<file path="src/include/soc_consts.svh">
`ifndef SOC_CONSTS_SVH
`define SOC_CONSTS_SVH

// Wishbone bus widths
`define SOC_DW 32
`define SOC_AW 32

// Address map
`define SOC_RAM_WORDS 1024
`define SOC_RAM_BASE  32'h0000_0000
`define SOC_UART_BASE 32'h9000_0000
`define SOC_UART_SIZE 32'h0000_0010

// JTAG instruction codes and device ID
`define SOC_IR_W      4
`define SOC_IR_IDCODE 4'h2
`define SOC_IR_DEBUG  4'h8
`define SOC_IR_BYPASS 4'hF
`define SOC_IDCODE    32'h1000_0A5D

// Debug data register length
`define SOC_DR_W 69

`endif

</file>
<file path="src/rtl/jtag_tap.sv">
`timescale 1ns/1ps
`default_nettype none
`include "soc_consts.svh"

module jtag_tap (
	input  wire  wb_clk_i,
	input  wire  reset_i,
	input  wire  tck_pad_i,
	input  wire  tms_pad_i,
	input  wire  tdi_pad_i,
	output logic tdo_pad_o,
	input  wire  dbg_tdo_i,
	output logic tck_rise_o,
	output logic tck_fall_o,
	output logic tdi_o,
	output logic debug_select_o,
	output logic capture_dr_o,
	output logic shift_dr_o,
	output logic update_dr_o
);

	localparam logic [3:0] st_tlr     = 4'd0;
	localparam logic [3:0] st_rti     = 4'd1;
	localparam logic [3:0] st_sel_dr  = 4'd2;
	localparam logic [3:0] st_cap_dr  = 4'd3;
	localparam logic [3:0] st_sh_dr   = 4'd4;
	localparam logic [3:0] st_ex1_dr  = 4'd5;
	localparam logic [3:0] st_pau_dr  = 4'd6;
	localparam logic [3:0] st_ex2_dr  = 4'd7;
	localparam logic [3:0] st_upd_dr  = 4'd8;
	localparam logic [3:0] st_sel_ir  = 4'd9;
	localparam logic [3:0] st_cap_ir  = 4'd10;
	localparam logic [3:0] st_sh_ir   = 4'd11;
	localparam logic [3:0] st_ex1_ir  = 4'd12;
	localparam logic [3:0] st_pau_ir  = 4'd13;
	localparam logic [3:0] st_ex2_ir  = 4'd14;
	localparam logic [3:0] st_upd_ir  = 4'd15;

	logic [1:0] tck_s, tms_s, tdi_s;
	logic tck_q;
	logic [3:0] state_q, state_d;
	logic [`SOC_IR_W-1:0] ir_q, ir_sr;
	logic [31:0] id_sr;
	logic bypass_q;

	////////////////////
	// Pad synchronizers
	////////////////////
	always_ff @(posedge wb_clk_i) begin
		tck_s <= {tck_s[0], tck_pad_i};
		tms_s <= {tms_s[0], tms_pad_i};
		tdi_s <= {tdi_s[0], tdi_pad_i};
		tck_q <= tck_s[1];
	end

	assign tck_rise_o = tck_s[1] & ~tck_q;
	assign tck_fall_o = ~tck_s[1] & tck_q;
	assign tdi_o = tdi_s[1];

	// Standard 16-state TAP controller, TMS sampled on TCK rise
	always_comb begin
		case (state_q)
		st_tlr:    state_d = tms_s[1] ? st_tlr    : st_rti;
		st_rti:    state_d = tms_s[1] ? st_sel_dr : st_rti;
		st_sel_dr: state_d = tms_s[1] ? st_sel_ir : st_cap_dr;
		st_cap_dr: state_d = tms_s[1] ? st_ex1_dr : st_sh_dr;
		st_sh_dr:  state_d = tms_s[1] ? st_ex1_dr : st_sh_dr;
		st_ex1_dr: state_d = tms_s[1] ? st_upd_dr : st_pau_dr;
		st_pau_dr: state_d = tms_s[1] ? st_ex2_dr : st_pau_dr;
		st_ex2_dr: state_d = tms_s[1] ? st_upd_dr : st_sh_dr;
		st_upd_dr: state_d = tms_s[1] ? st_sel_dr : st_rti;
		st_sel_ir: state_d = tms_s[1] ? st_tlr    : st_cap_ir;
		st_cap_ir: state_d = tms_s[1] ? st_ex1_ir : st_sh_ir;
		st_sh_ir:  state_d = tms_s[1] ? st_ex1_ir : st_sh_ir;
		st_ex1_ir: state_d = tms_s[1] ? st_upd_ir : st_pau_ir;
		st_pau_ir: state_d = tms_s[1] ? st_ex2_ir : st_pau_ir;
		st_ex2_ir: state_d = tms_s[1] ? st_upd_ir : st_sh_ir;
		default:   state_d = tms_s[1] ? st_sel_dr : st_rti;
		endcase
	end

	always_ff @(posedge wb_clk_i) begin
		if (reset_i) begin
			state_q <= st_tlr;
			ir_q <= `SOC_IR_IDCODE;
		end else if (tck_rise_o) begin
			state_q <= state_d;
			if (state_q == st_tlr)
				ir_q <= `SOC_IR_IDCODE;
			else if (state_q == st_upd_ir)
				ir_q <= ir_sr;
		end
	end

	// Local shift registers for IR, IDCODE and BYPASS
	always_ff @(posedge wb_clk_i) begin
		if (tck_rise_o) begin
			case (state_q)
			st_cap_ir: ir_sr <= `SOC_IR_W'(1);
			st_sh_ir:  ir_sr <= {tdi_o, ir_sr[`SOC_IR_W-1:1]};
			st_cap_dr: begin
				id_sr <= `SOC_IDCODE;
				bypass_q <= 1'b0;
			end
			st_sh_dr: begin
				id_sr <= {tdi_o, id_sr[31:1]};
				bypass_q <= tdi_o;
			end
			default: ;
			endcase
		end
	end

	assign debug_select_o = (ir_q == `SOC_IR_DEBUG);
	assign capture_dr_o = tck_rise_o & debug_select_o & (state_q == st_cap_dr);
	assign shift_dr_o = tck_rise_o & debug_select_o & (state_q == st_sh_dr);
	assign update_dr_o = tck_rise_o & debug_select_o & (state_q == st_upd_dr);

	// TDO launched on the falling TCK edge
	always_ff @(posedge wb_clk_i) begin
		if (reset_i)
			tdo_pad_o <= 1'b0;
		else if (tck_fall_o) begin
			if (state_q == st_sh_ir)
				tdo_pad_o <= ir_sr[0];
			else if (state_q == st_sh_dr) begin
				case (ir_q)
				`SOC_IR_IDCODE: tdo_pad_o <= id_sr[0];
				`SOC_IR_DEBUG:  tdo_pad_o <= dbg_tdo_i;
				default:        tdo_pad_o <= bypass_q;
				endcase
			end else
				tdo_pad_o <= 1'b0;
		end
	end

endmodule

`default_nettype wire

</file>
<file path="config.mk">
export PLATFORM = sky130hd
export DESIGN_NAME = jtag_tap
export DESIGN_NICKNAME = d
export VERILOG_FILES = /design/src/rtl/jtag_tap.sv
export VERILOG_INCLUDE_DIRS = /design/src /design/src/include
export SDC_FILE = /design/constraint.sdc
export NUM_CORES = 1
export LEC_CHECK = 0
export CAP_MARGIN = 20
export CORE_ASPECT_RATIO = 0.8
export CORE_UTILIZATION = 50
export CTS_CLUSTER_SIZE = 40
export DETAILED_ROUTE_END_ITERATION = 8
export DONT_BUFFER_PORTS = 1
export PLACE_DENSITY_LB_ADDON = 0.3
export RECOVER_POWER = 50
export SYNTH_ARGS = -nofsm -noshare
export SYNTH_HDL_FRONTEND = slang
export SYNTH_SLANG_ARGS = --single-unit
</file>
<file path="constraint.sdc">
create_clock -name wb_clk_i -period 3.4 [get_ports wb_clk_i]
set_clock_uncertainty 0.15 [all_clocks]
set_input_delay 0.34 -clock wb_clk_i [delete_from_list [all_inputs] [get_ports wb_clk_i]]
set_output_delay 0.34 -clock wb_clk_i [all_outputs]
set_load 0.005 [all_outputs]
</file>
==> results.toml, run 1 <==
[placed_design]
portBuffers = 0
gp_congestion = 0.832
post-place-cells = 224
dpl.hpwl_um = 2150
dpl_cell_area_mm2 = 0.00222

[synthesis]
synthCells = 176
ys_seq_elements = 53
synth_cell_types = 37
yosysTopAreaCell = "edfxtp_1"
synth_nets = 182
yosys_warnings = 0
muxShareOfSynthArea_pct = 0
synth_compound_area_share_pct = 8.04
synth_xor_area_share_pct = 1.21
netlist_area_mm2 = 0.00218
synth_top_family_by_area = "simple AND/OR/NAND/NOR gates"
avgSynthCellArea_um2 = 12.4
yosys.area.top_type_share_pct = 51.0
synthAdderAreaFrac_pct = 0
yosys.area_share.simple_pct = 21.9
synth_seq_area_share_pct = 65.7
yosys-top-cells-area = "edfxtp_1 51%, dfxtp_1 15%, and2_1 8.0%"

[worst_hold_path]
holdCritPathClass = "input port to flop"
holdPathStages = 2
holdPathEnd = "ir_q[3]"
hp-start = "reset_i"

[sta]
max_freq_mhz = 359
whs_ps = 67.2
timing.setup.tns_ps = 0
period_share_pct = 81.8
tightest_slew_ps = 1130
rsz0062_at_grt = "false"
finalHoldViolCount = 0
fin_crit_ps = 2780
maxSlewViolCount = 0
setup_viol = 0
relSlewSlack_pct = 24.6

[cts]
tritoncts = "yes"
clk_path_buf_depth = 2
ctsHoldBuffers = 4
insertion_delay_ps = 300
cts_resized = 0
clkSlewWorstSetupHoldPaths_ps = 80
clock_sinks = 53
cts_buffers = 5
htreeDepth = 2
post_cts_buffers = 0
cts_root_buf = "clkbuf_8"

[floorplan]
core_mm2 = 0.00418
rows = 21
die-area_mm2 = 0.00463
die_w_um = 75.8
die_y_um = 61.0
ios = 14
start_util_pct = 52.1

[critical_path]
cp_max_fo = 24
worstSetupPathType = "flop to output pin"
rrSetupSlack_ps = 890
start_kind = "flop"
worst_setup_path_end_kind = "output pin"
timing.rr.end = "tdo_pad_o"
crit_chain = "or2_4, nor3b_2, nor2b_1"
crit_arrival_ps = 2290
slowest_stage = "nor3b_2"
cp_slowest_stage_delay_ps = 910
crit_required_ps = 2910
reg2regPathDepth = 4
r2r-start = "state_q[3]"

[drt]
final_antenna_net_count = 0
routed_wl_um = 3360
vias = 1254
vias_per_cell = 5.31
drt_iter0_drc = 81
routedWlPerCell_um = 14.2
drt_pre_antenna_iters = 4
drc = 0

[final_layout]
areaGrowthSynthToFinish_pct = 6.66
stdcell_area_mm2 = 0.00232
nets = 184
diodes = 0
drive_gt1_share_pct = 6.70
fillers = 364
final-seq-area_mm2 = 0.00143
fin_cells = 236
multi_input_area_um2 = 672

[power_and_ir_drop]
cellLeakagePower_uw = 0.000750
vdd_drop_max_mv = 0.256
power.density_mw_per_mm2 = 463

[global_routing]
grt_pass1_vias = 1080
grt_first_pass_wirelength_um = 5440
grt_antenna_before_repair = 0
grt_max_degree = 34
grt_overflow_total = 0
grtUsageTotal_pct = 16.5

[outcome]
status = "completed"

[flow_run]
max_cap_viol_count = 0
-- critical path, delay by kind of cell (launching register included) --
kind | cells | cell delay, ps
DFF | 1 | 490
and+or+nand+nor | 3 | 1500
-- flip-flops by register name (all words and copies together) (netlist names) --
name       flops
bypass_q       1
id_sr         32
ir_q           4
ir_sr          4
state_q        4
tck_q          1
tck_s          2
tdi_s          2
tdo_pad_o      1
tms_s          2
-- metrics by stage --
step / setup WS [ps] / power, µW / utilization [%]
2_1_floorplan: 745 / 754 / -
3_3_place_gp: 1270 / 758 / 53.2
3_5_place_dp: 1200 / 761 / 53.2
4_1_cts: 887 / 1090 / 56.1
5_1_grt: 376 / 1110 / 55.6
6_report: 618 / 1080 / 55.6
-- how the worst max path moves through the flow --
stage          startpoint    endpoint  slack, ps
2_1_floorplan  state_q[0]    bypass_q        750
3_3_place_gp   state_q[3]   id_sr[28]       1270
3_5_place_dp   state_q[3]   id_sr[28]       1200
4_1_cts        state_q[3]  shift_dr_o        890
5_1_grt        state_q[3]  shift_dr_o        380
6_report       state_q[3]  shift_dr_o        620
-- synthesized netlist by cell type --
library cell / number
nor3b_1: 1
nor2_1: 10
nand3_1: 5
inv_1: 3
a221oi_1: 1
nor4b_1: 1
a21oi_4: 1
nor3_1: 7
nor2b_1: 2
or2b_1: 3
a311oi_1: 1
nand4_1: 1
buf_4: 1
nand2b_1: 10
inv_2: 1
dfxtp_1: 16
or4_1: 1
and2_1: 28
a21boi_0: 1
a211oi_1: 2
o21ai_0: 6
edfxtp_1: 37
xor2_1: 1
or2_4: 1
a2111oi_0: 3
a31oi_1: 2
xnor2_1: 2
and3b_1: 1
o311a_1: 1
or3_1: 1
nor4_1: 3
nor3b_4: 1
buf_2: 7
a21oi_1: 5
nand2_1: 4
clkbuf_1: 3
o211ai_1: 2
-- per-layer routing --
metal / wire (µm) / share of wire, % / global-route usage, % / vias to the layer above
met5: 0 / 0 / 0 / -
met4: 33 / 0.98 / 6.35 / 0
met3: 151 / 4.5 / 4.42 / 4
met2: 1490 / 44 / 22.8 / 31
met1: 1680 / 50 / 24.8 / 589
li1: - / - / - / 630
-- power breakdown --
part	switching, µW	internal, µW
registers	14.2	692
logic	23.3	18.2
clock network	189	139
total	226	850
-- cell usage in the layout, fill, tap and decap left out, drive strengths merged --
| cell | n |
|---|---|
| edfxtp | 37 |
| and2 | 28 |
| dfxtp | 16 |
| nand2b | 10 |
| nor2 | 10 |
| nor3 | 7 |
| a21oi | 6 |
| o21ai | 6 |
| clkbuf | 6 |
| nand3 | 5 |
| nand2 | 4 |
| dlygate4sd3 | 4 |
| inv | 4 |
| nor4 | 3 |
| a2111oi | 3 |
| or2b | 3 |
| clkinv | 3 |
| nor2b | 2 |
| a31oi | 2 |
| o211ai | 2 |
| xnor2 | 2 |
| a211oi | 2 |
| nor3b | 2 |
| nor4b | 1 |
| or2 | 1 |
| or3 | 1 |
| o311a | 1 |
| a221oi | 1 |
| or4 | 1 |
| nand4 | 1 |
| a21boi | 1 |
| xor2 | 1 |
| and3b | 1 |
| a311oi | 1 |
| buf | 1 |
-- layout make-up --
class                      instances  share of cell area, %
multi-input combinational        108                   28.9
clock inverter                     3                  0.539
sequential                        53                   61.6
timing repair buffer               6                   2.26
tap                               57                   3.07
inverter                           4                  0.646
clock buffer                       5                   2.96
-- cell families (layout without fill, tap and decap cells) --
kind of cell	after synthesis	count (layout)
XOR/XNOR	3	3
AND/OR/NAND/NOR	80	80
flip-flops	53	53
AO/OA/AOI/OAI	25	25
buffers and inverters	15	18
(Power assumes the default switching activity.)
==> run 2: changes to the inputs <==
==> constraint.sdc (replaced) <==
create_clock -name wb_clk_i -period 2.7 [get_ports wb_clk_i]
set_clock_uncertainty 0.15 [all_clocks]
set_input_delay 0.27 -clock wb_clk_i [delete_from_list [all_inputs] [get_ports wb_clk_i]]
set_output_delay 0.27 -clock wb_clk_i [all_outputs]
set_load 0.005 [all_outputs]
==> run 2 against run 1 <==
Hold slack lost 66 ps; clock power grew 38%; total power grew 30%; die area is the same; first-iteration DRC count stayed put; count of clock-buffer cells in the layout stayed put; sequential share of layout area is 0.69 points lower; global-route usage up 0.33 points.
==> results.toml, run 2 (synthesis gave the netlist of run 1 again) <==
[drt]
routed_wl_um = 3380
final_antenna_net_count = 0
vias_per_cell = 5.39
routedWlPerCell_um = 14.2
drt_iter0_drc = 81
drc = 0
vias = 1282
drt_pre_antenna_iters = 4

[global_routing]
grt_first_pass_wirelength_um = 5550
grt_pass1_vias = 1150
grt_antenna_before_repair = 0
grt_overflow_total = 0
grt_max_degree = 34
grtUsageTotal_pct = 16.8

[final_layout]
diodes = 0
final-seq-area_mm2 = 0.00143
fillers = 351
areaGrowthSynthToFinish_pct = 7.87
largest_reg_flops = 32
top_register = "id_sr"
nets = 186
layout.cells.most_common_list = "37 x edfxtp_1, 16 x and2_1, 16 x dfxtp_1"
drive_gt1_share_pct = 7.18
multi_input_area_um2 = 678
final_common_cell = "edfxtp_1"

[sta]
relSlewSlack_pct = 57.4
tightest_slew_ps = 640
timing.setup.tns_ps = 0
maxSlewViolCount = 0
period_share_pct = 85.4
max_freq_mhz = 434
setup_viol = 0
fin_crit_ps = 2310
finalHoldViolCount = 0
rsz0062_at_grt = "false"
setup_ws_ps = 394

[placed_design]
gp_congestion = 0.800
pre_cts_ws_ps = 676
portBuffers = 0
dpl.hpwl_um = 2200

[critical_path]
worst_setup_path_end_kind = "output pin"
cp_max_fo = 19
start_kind = "flop"
worstSetupPathType = "flop to output pin"
crit_required_ps = 2280
crit_arrival_ps = 1890

[power_and_ir_drop]
vdd_drop_max_mv = 0.458
power.density_mw_per_mm2 = 595
cellLeakagePower_uw = 0.000754

[floorplan]
rows = 21
die_w_um = 75.8
die-area_mm2 = 0.00463
die_y_um = 61.0
start_util_pct = 52.1
ios = 14
core_mm2 = 0.00418

[cts]
clock_sinks = 53
ctsHoldBuffers = 4
clkSlewWorstSetupHoldPaths_ps = 100
cts_resized = 0
tritoncts = "yes"
post_cts_buffers = 0
cts_root_buf = "clkbuf_8"
clk_path_buf_depth = 2
cts_buffers = 5
htreeDepth = 2
insertion_delay_ps = 310

[worst_hold_path]
holdCritPathClass = "input port to flop"

[flow_run]
max_cap_viol_count = 0

[outcome]
status = "completed"
-- run 2: layout make-up --
type / instances / area share (%)
flip-flops and latches: 53 / 60.9
multi-input cells: 108 / 28.9
well taps: 57 / 3.04
clock buffers: 5 / 2.93
repair buffers: 8 / 2.50
clock inverters: 3 / 1.12
inverters: 4 / 0.639
-- run 2: metal layers --
metal  part of all wire [%]  GRT usage (%)
met1                     50           24.4
met2                     46           24.9
met3                    3.0           4.42
met4                   0.92           5.56
met5                      0              0
-- run 2: where the power goes --
group          switching [µW]  leakage (µW)  internal (µW)  total, µW
combinational            33.2      0.000231           23.4       56.6
sequential               15.4      0.000475            872        887
clock                     265     0.0000487            189        454
total                     313      0.000754           1080       1400
-- run 2: worst max-delay path, stage by stage (launching register included) --
cell,delay (ps)
dfxtp_1,710
nor3b_4,570
nor2b_1,300
-- run 2: worst paths after layout --
kind	cells after the start	end	startpoint	slack, ps
hold / removal	2	ir_q[2]	reset_i	2
hold reg to reg	0	tdi_s[1]	tdi_s[0]	180
setup reg to reg	3	id_sr[24]	state_q[2]	520
setup / recovery	2	shift_dr_o	state_q[2]	390
-- run 2: through the flow --
step           area, µm²  power (µW)  hold slack, ps  cells  utilization (%)
3_5_place_dp        2240         959             148    226             53.5
6_report            2350        1400            1.53    238             56.2
3_3_place_gp        2240         956             148    226             53.5
2_1_floorplan       2180         950             148    176                -
5_1_grt             2350        1450            9.56    238             56.2
4_1_cts             2370        1410            1.75    238             56.8
==> run 3: changes to the inputs <==
--- a/config.mk
+++ b/config.mk
@@ -6,6 +6,7 @@
 export SDC_FILE = /design/constraint.sdc
 export NUM_CORES = 1
 export LEC_CHECK = 0
+export ABC_AREA = 1
 export CAP_MARGIN = 20
 export CORE_ASPECT_RATIO = 0.8
 export CORE_UTILIZATION = 50
==> run 3 against run 2 <==
Critical path depth grew 2; hold slack gained 140 ps; area after synthesis grew 4.5%; maximum frequency grew 7.1%; cell area grew 5.1%; utilization grew 1.4 points; register-to-register slack gained 90 ps; combinational power shrank 19%; clock power grew 20%; sequential cell count is the same; synthesized cell count grew 36%; critical path type unchanged; largest power group unchanged.
==> results.toml, run 3 <==
[sta]
relSlewSlack_pct = 58.4
timing.setup.tns_ps = 0
rsz0062_at_grt = "false"
tightest_slew_ps = 624
max_freq_mhz = 465
whs_ps = 143
finalHoldViolCount = 0
maxSlewViolCount = 0
fin_crit_ps = 2150
period_share_pct = 79.7
setup_viol = 0

[critical_path]
timing.rr.end = "state_q[0]"
cp_num_buf_inv = 2
cp_slowest_stage_delay_ps = 540
crit_arrival_ps = 1730
rrSetupSlack_ps = 610
r2r-start = "state_q[3]"
crit_required_ps = 2280
worst_setup_path_end_kind = "output pin"
reg2regPathDepth = 8
worstSetupPathType = "flop to output pin"
start_kind = "flop"
critical-path-top-delay-family = "buffers and inverters"
crit_chain = "inv_1, nand3_1, clkbuf_2, nor2_1"
slowest_stage = "clkbuf_2"
cp_max_fo = 36

[drt]
drt_iter0_drc = 168
vias = 1454
drc = 0
routed_wl_um = 3610
routedWlPerCell_um = 11.8
drt_pre_antenna_iters = 4
vias_per_cell = 4.77
final_antenna_net_count = 0

[cts]
cts_buffers = 5
cts_resized = 0
insertion_delay_ps = 300
clock_sinks = 53
tritoncts = "yes"
cts_root_buf = "clkbuf_8"
post_cts_buffers = 0
clkSlewWorstSetupHoldPaths_ps = 100
clk_path_buf_depth = 2
htreeDepth = 2

[outcome]
status = "completed"

[worst_hold_path]
hp-start = "dbg_tdo_i"
holdPathStages = 4
holdCritPathClass = "input port to flop"
holdPathEnd = "tdo_pad_o"

[final_layout]
areaGrowthSynthToFinish_pct = 8.46
final_common_cell = "nor2_1"
final_util_pct = 57.7
largest_reg_flops = 32
multi_input_area_um2 = 627
layout.cells.most_common_list = "49 x nor2_1, 39 x inv_1, 37 x edfxtp_1"
nets = 253
top_register = "id_sr"
final-seq-area_mm2 = 0.00143
fin_cells = 305
fillers = 361
diodes = 0
drive_gt1_share_pct = 12.1

[global_routing]
grt_antenna_before_repair = 0
met3_usage_pct = 5.00
gr-usage-met2_pct = 25.1
top_usage_layer = "met2"
grt_pass1_vias = 1366
met1_usage_pct = 24.2
grt_max_degree = 37
grt_first_pass_wirelength_um = 6280
grtUsageTotal_pct = 17.0
grt_overflow_total = 0

[synthesis]
synth_most_common_cell = "nor2_1"
netlist_area_mm2 = 0.00228
synthTopCellsByCount = "48 x nor2_1, 37 x edfxtp_1, 37 x inv_1"
ys_seq_elements = 53
synth_nets = 246
yosys.area.top_type_share_pct = 48.8
yosys_warnings = 0
yosysTopAreaCell = "edfxtp_1"
avgSynthCellArea_um2 = 9.49
ys.flop_type = "edfxtp_1"
synthCells = 240
synth_edf_count = 37
yosys-top-cells-area = "edfxtp_1 49%, dfxtp_1 14%, nor2_1 7.9%"
synth_cell_types = 26
synth_seq_area_share_pct = 62.9
async_reset_ff_share_pct = 0

[power_and_ir_drop]
vdd_drop_max_mv = 0.602
cellLeakagePower_uw = 0.00103
power.density_mw_per_mm2 = 593

[placed_design]
gp_congestion = 0.878
dpl.hpwl_um = 2460
portBuffers = 0
post-place-cells = 293

[floorplan]
rows = 21
core_mm2 = 0.00428
die-area_mm2 = 0.00483
ios = 14
die_y_um = 62.4
start_util_pct = 53.2
die_w_um = 77.5

[flow_run]
max_cap_viol_count = 0
run 3: area by class of cell:
cell class / instances / area share [%]
multi-input combinational: 136 / 25.4
clock inverter: 3 / 2.03
tap: 57 / 2.89
inverter: 45 / 6.84
timing repair buffer: 6 / 2.13
sequential: 53 / 58.0
clock buffer: 5 / 2.79
run 3: power by group:
group / internal [µW] / switching (µW)
combinational: 16.2 / 29.5
clock: 284 / 259
sequential: 868 / 8.29
total: 1170 / 297
run 3: logic make-up after synthesis:
logic type,share of synthesized area [%]
AND/OR/NAND/NOR,23.4
AO/OA/AOI/OAI,4.67
buffers and inverters,9.07
flip-flops,62.9
run 3: worst min-delay path, delay by kind of cell:
kind	cells	cell delay (ps)
AOI/OAI and AO/OA	1	70
and+or+nand+nor	3	220
run 3: repair_timing:
action,CTS,global route
endpoints found under the hold margin,12,0
hold buffers,4,0
endpoints found under the setup margin,0,0
run 3: worst max path at each step:
| stage | start | endpoint | slack (ps) | depth (start not counted) |
|---|---|---|---|---|
| floorplan | state_q[1] | bypass_q | 250 | 5 |
| global placement | state_q[2] | id_sr[25] | 830 | 4 |
| detailed placement | state_q[2] | id_sr[30] | 790 | 4 |
| CTS | state_q[2] | shift_dr_o | 720 | 3 |
| global route | state_q[1] | shift_dr_o | 370 | 4 |
| finish | state_q[3] | shift_dr_o | 550 | 4 |
run 3: routing by layer:
metal / vias up / share of wire [%]
met5: - / 0
li1: 772 / -
met4: 0 / 0.58
met2: 31 / 44
met1: 649 / 50
met3: 2 / 5.0
run 3: per-stage QoR:
step                setup WS (ps)  cell area (µm²)  total power (µW)
detailed placement            793             2340               934
CTS                           716             2500              1480
finish                        547             2470              1460
global route                  365             2470              1520
floorplan                     249             2280               927
global placement              826             2340               935
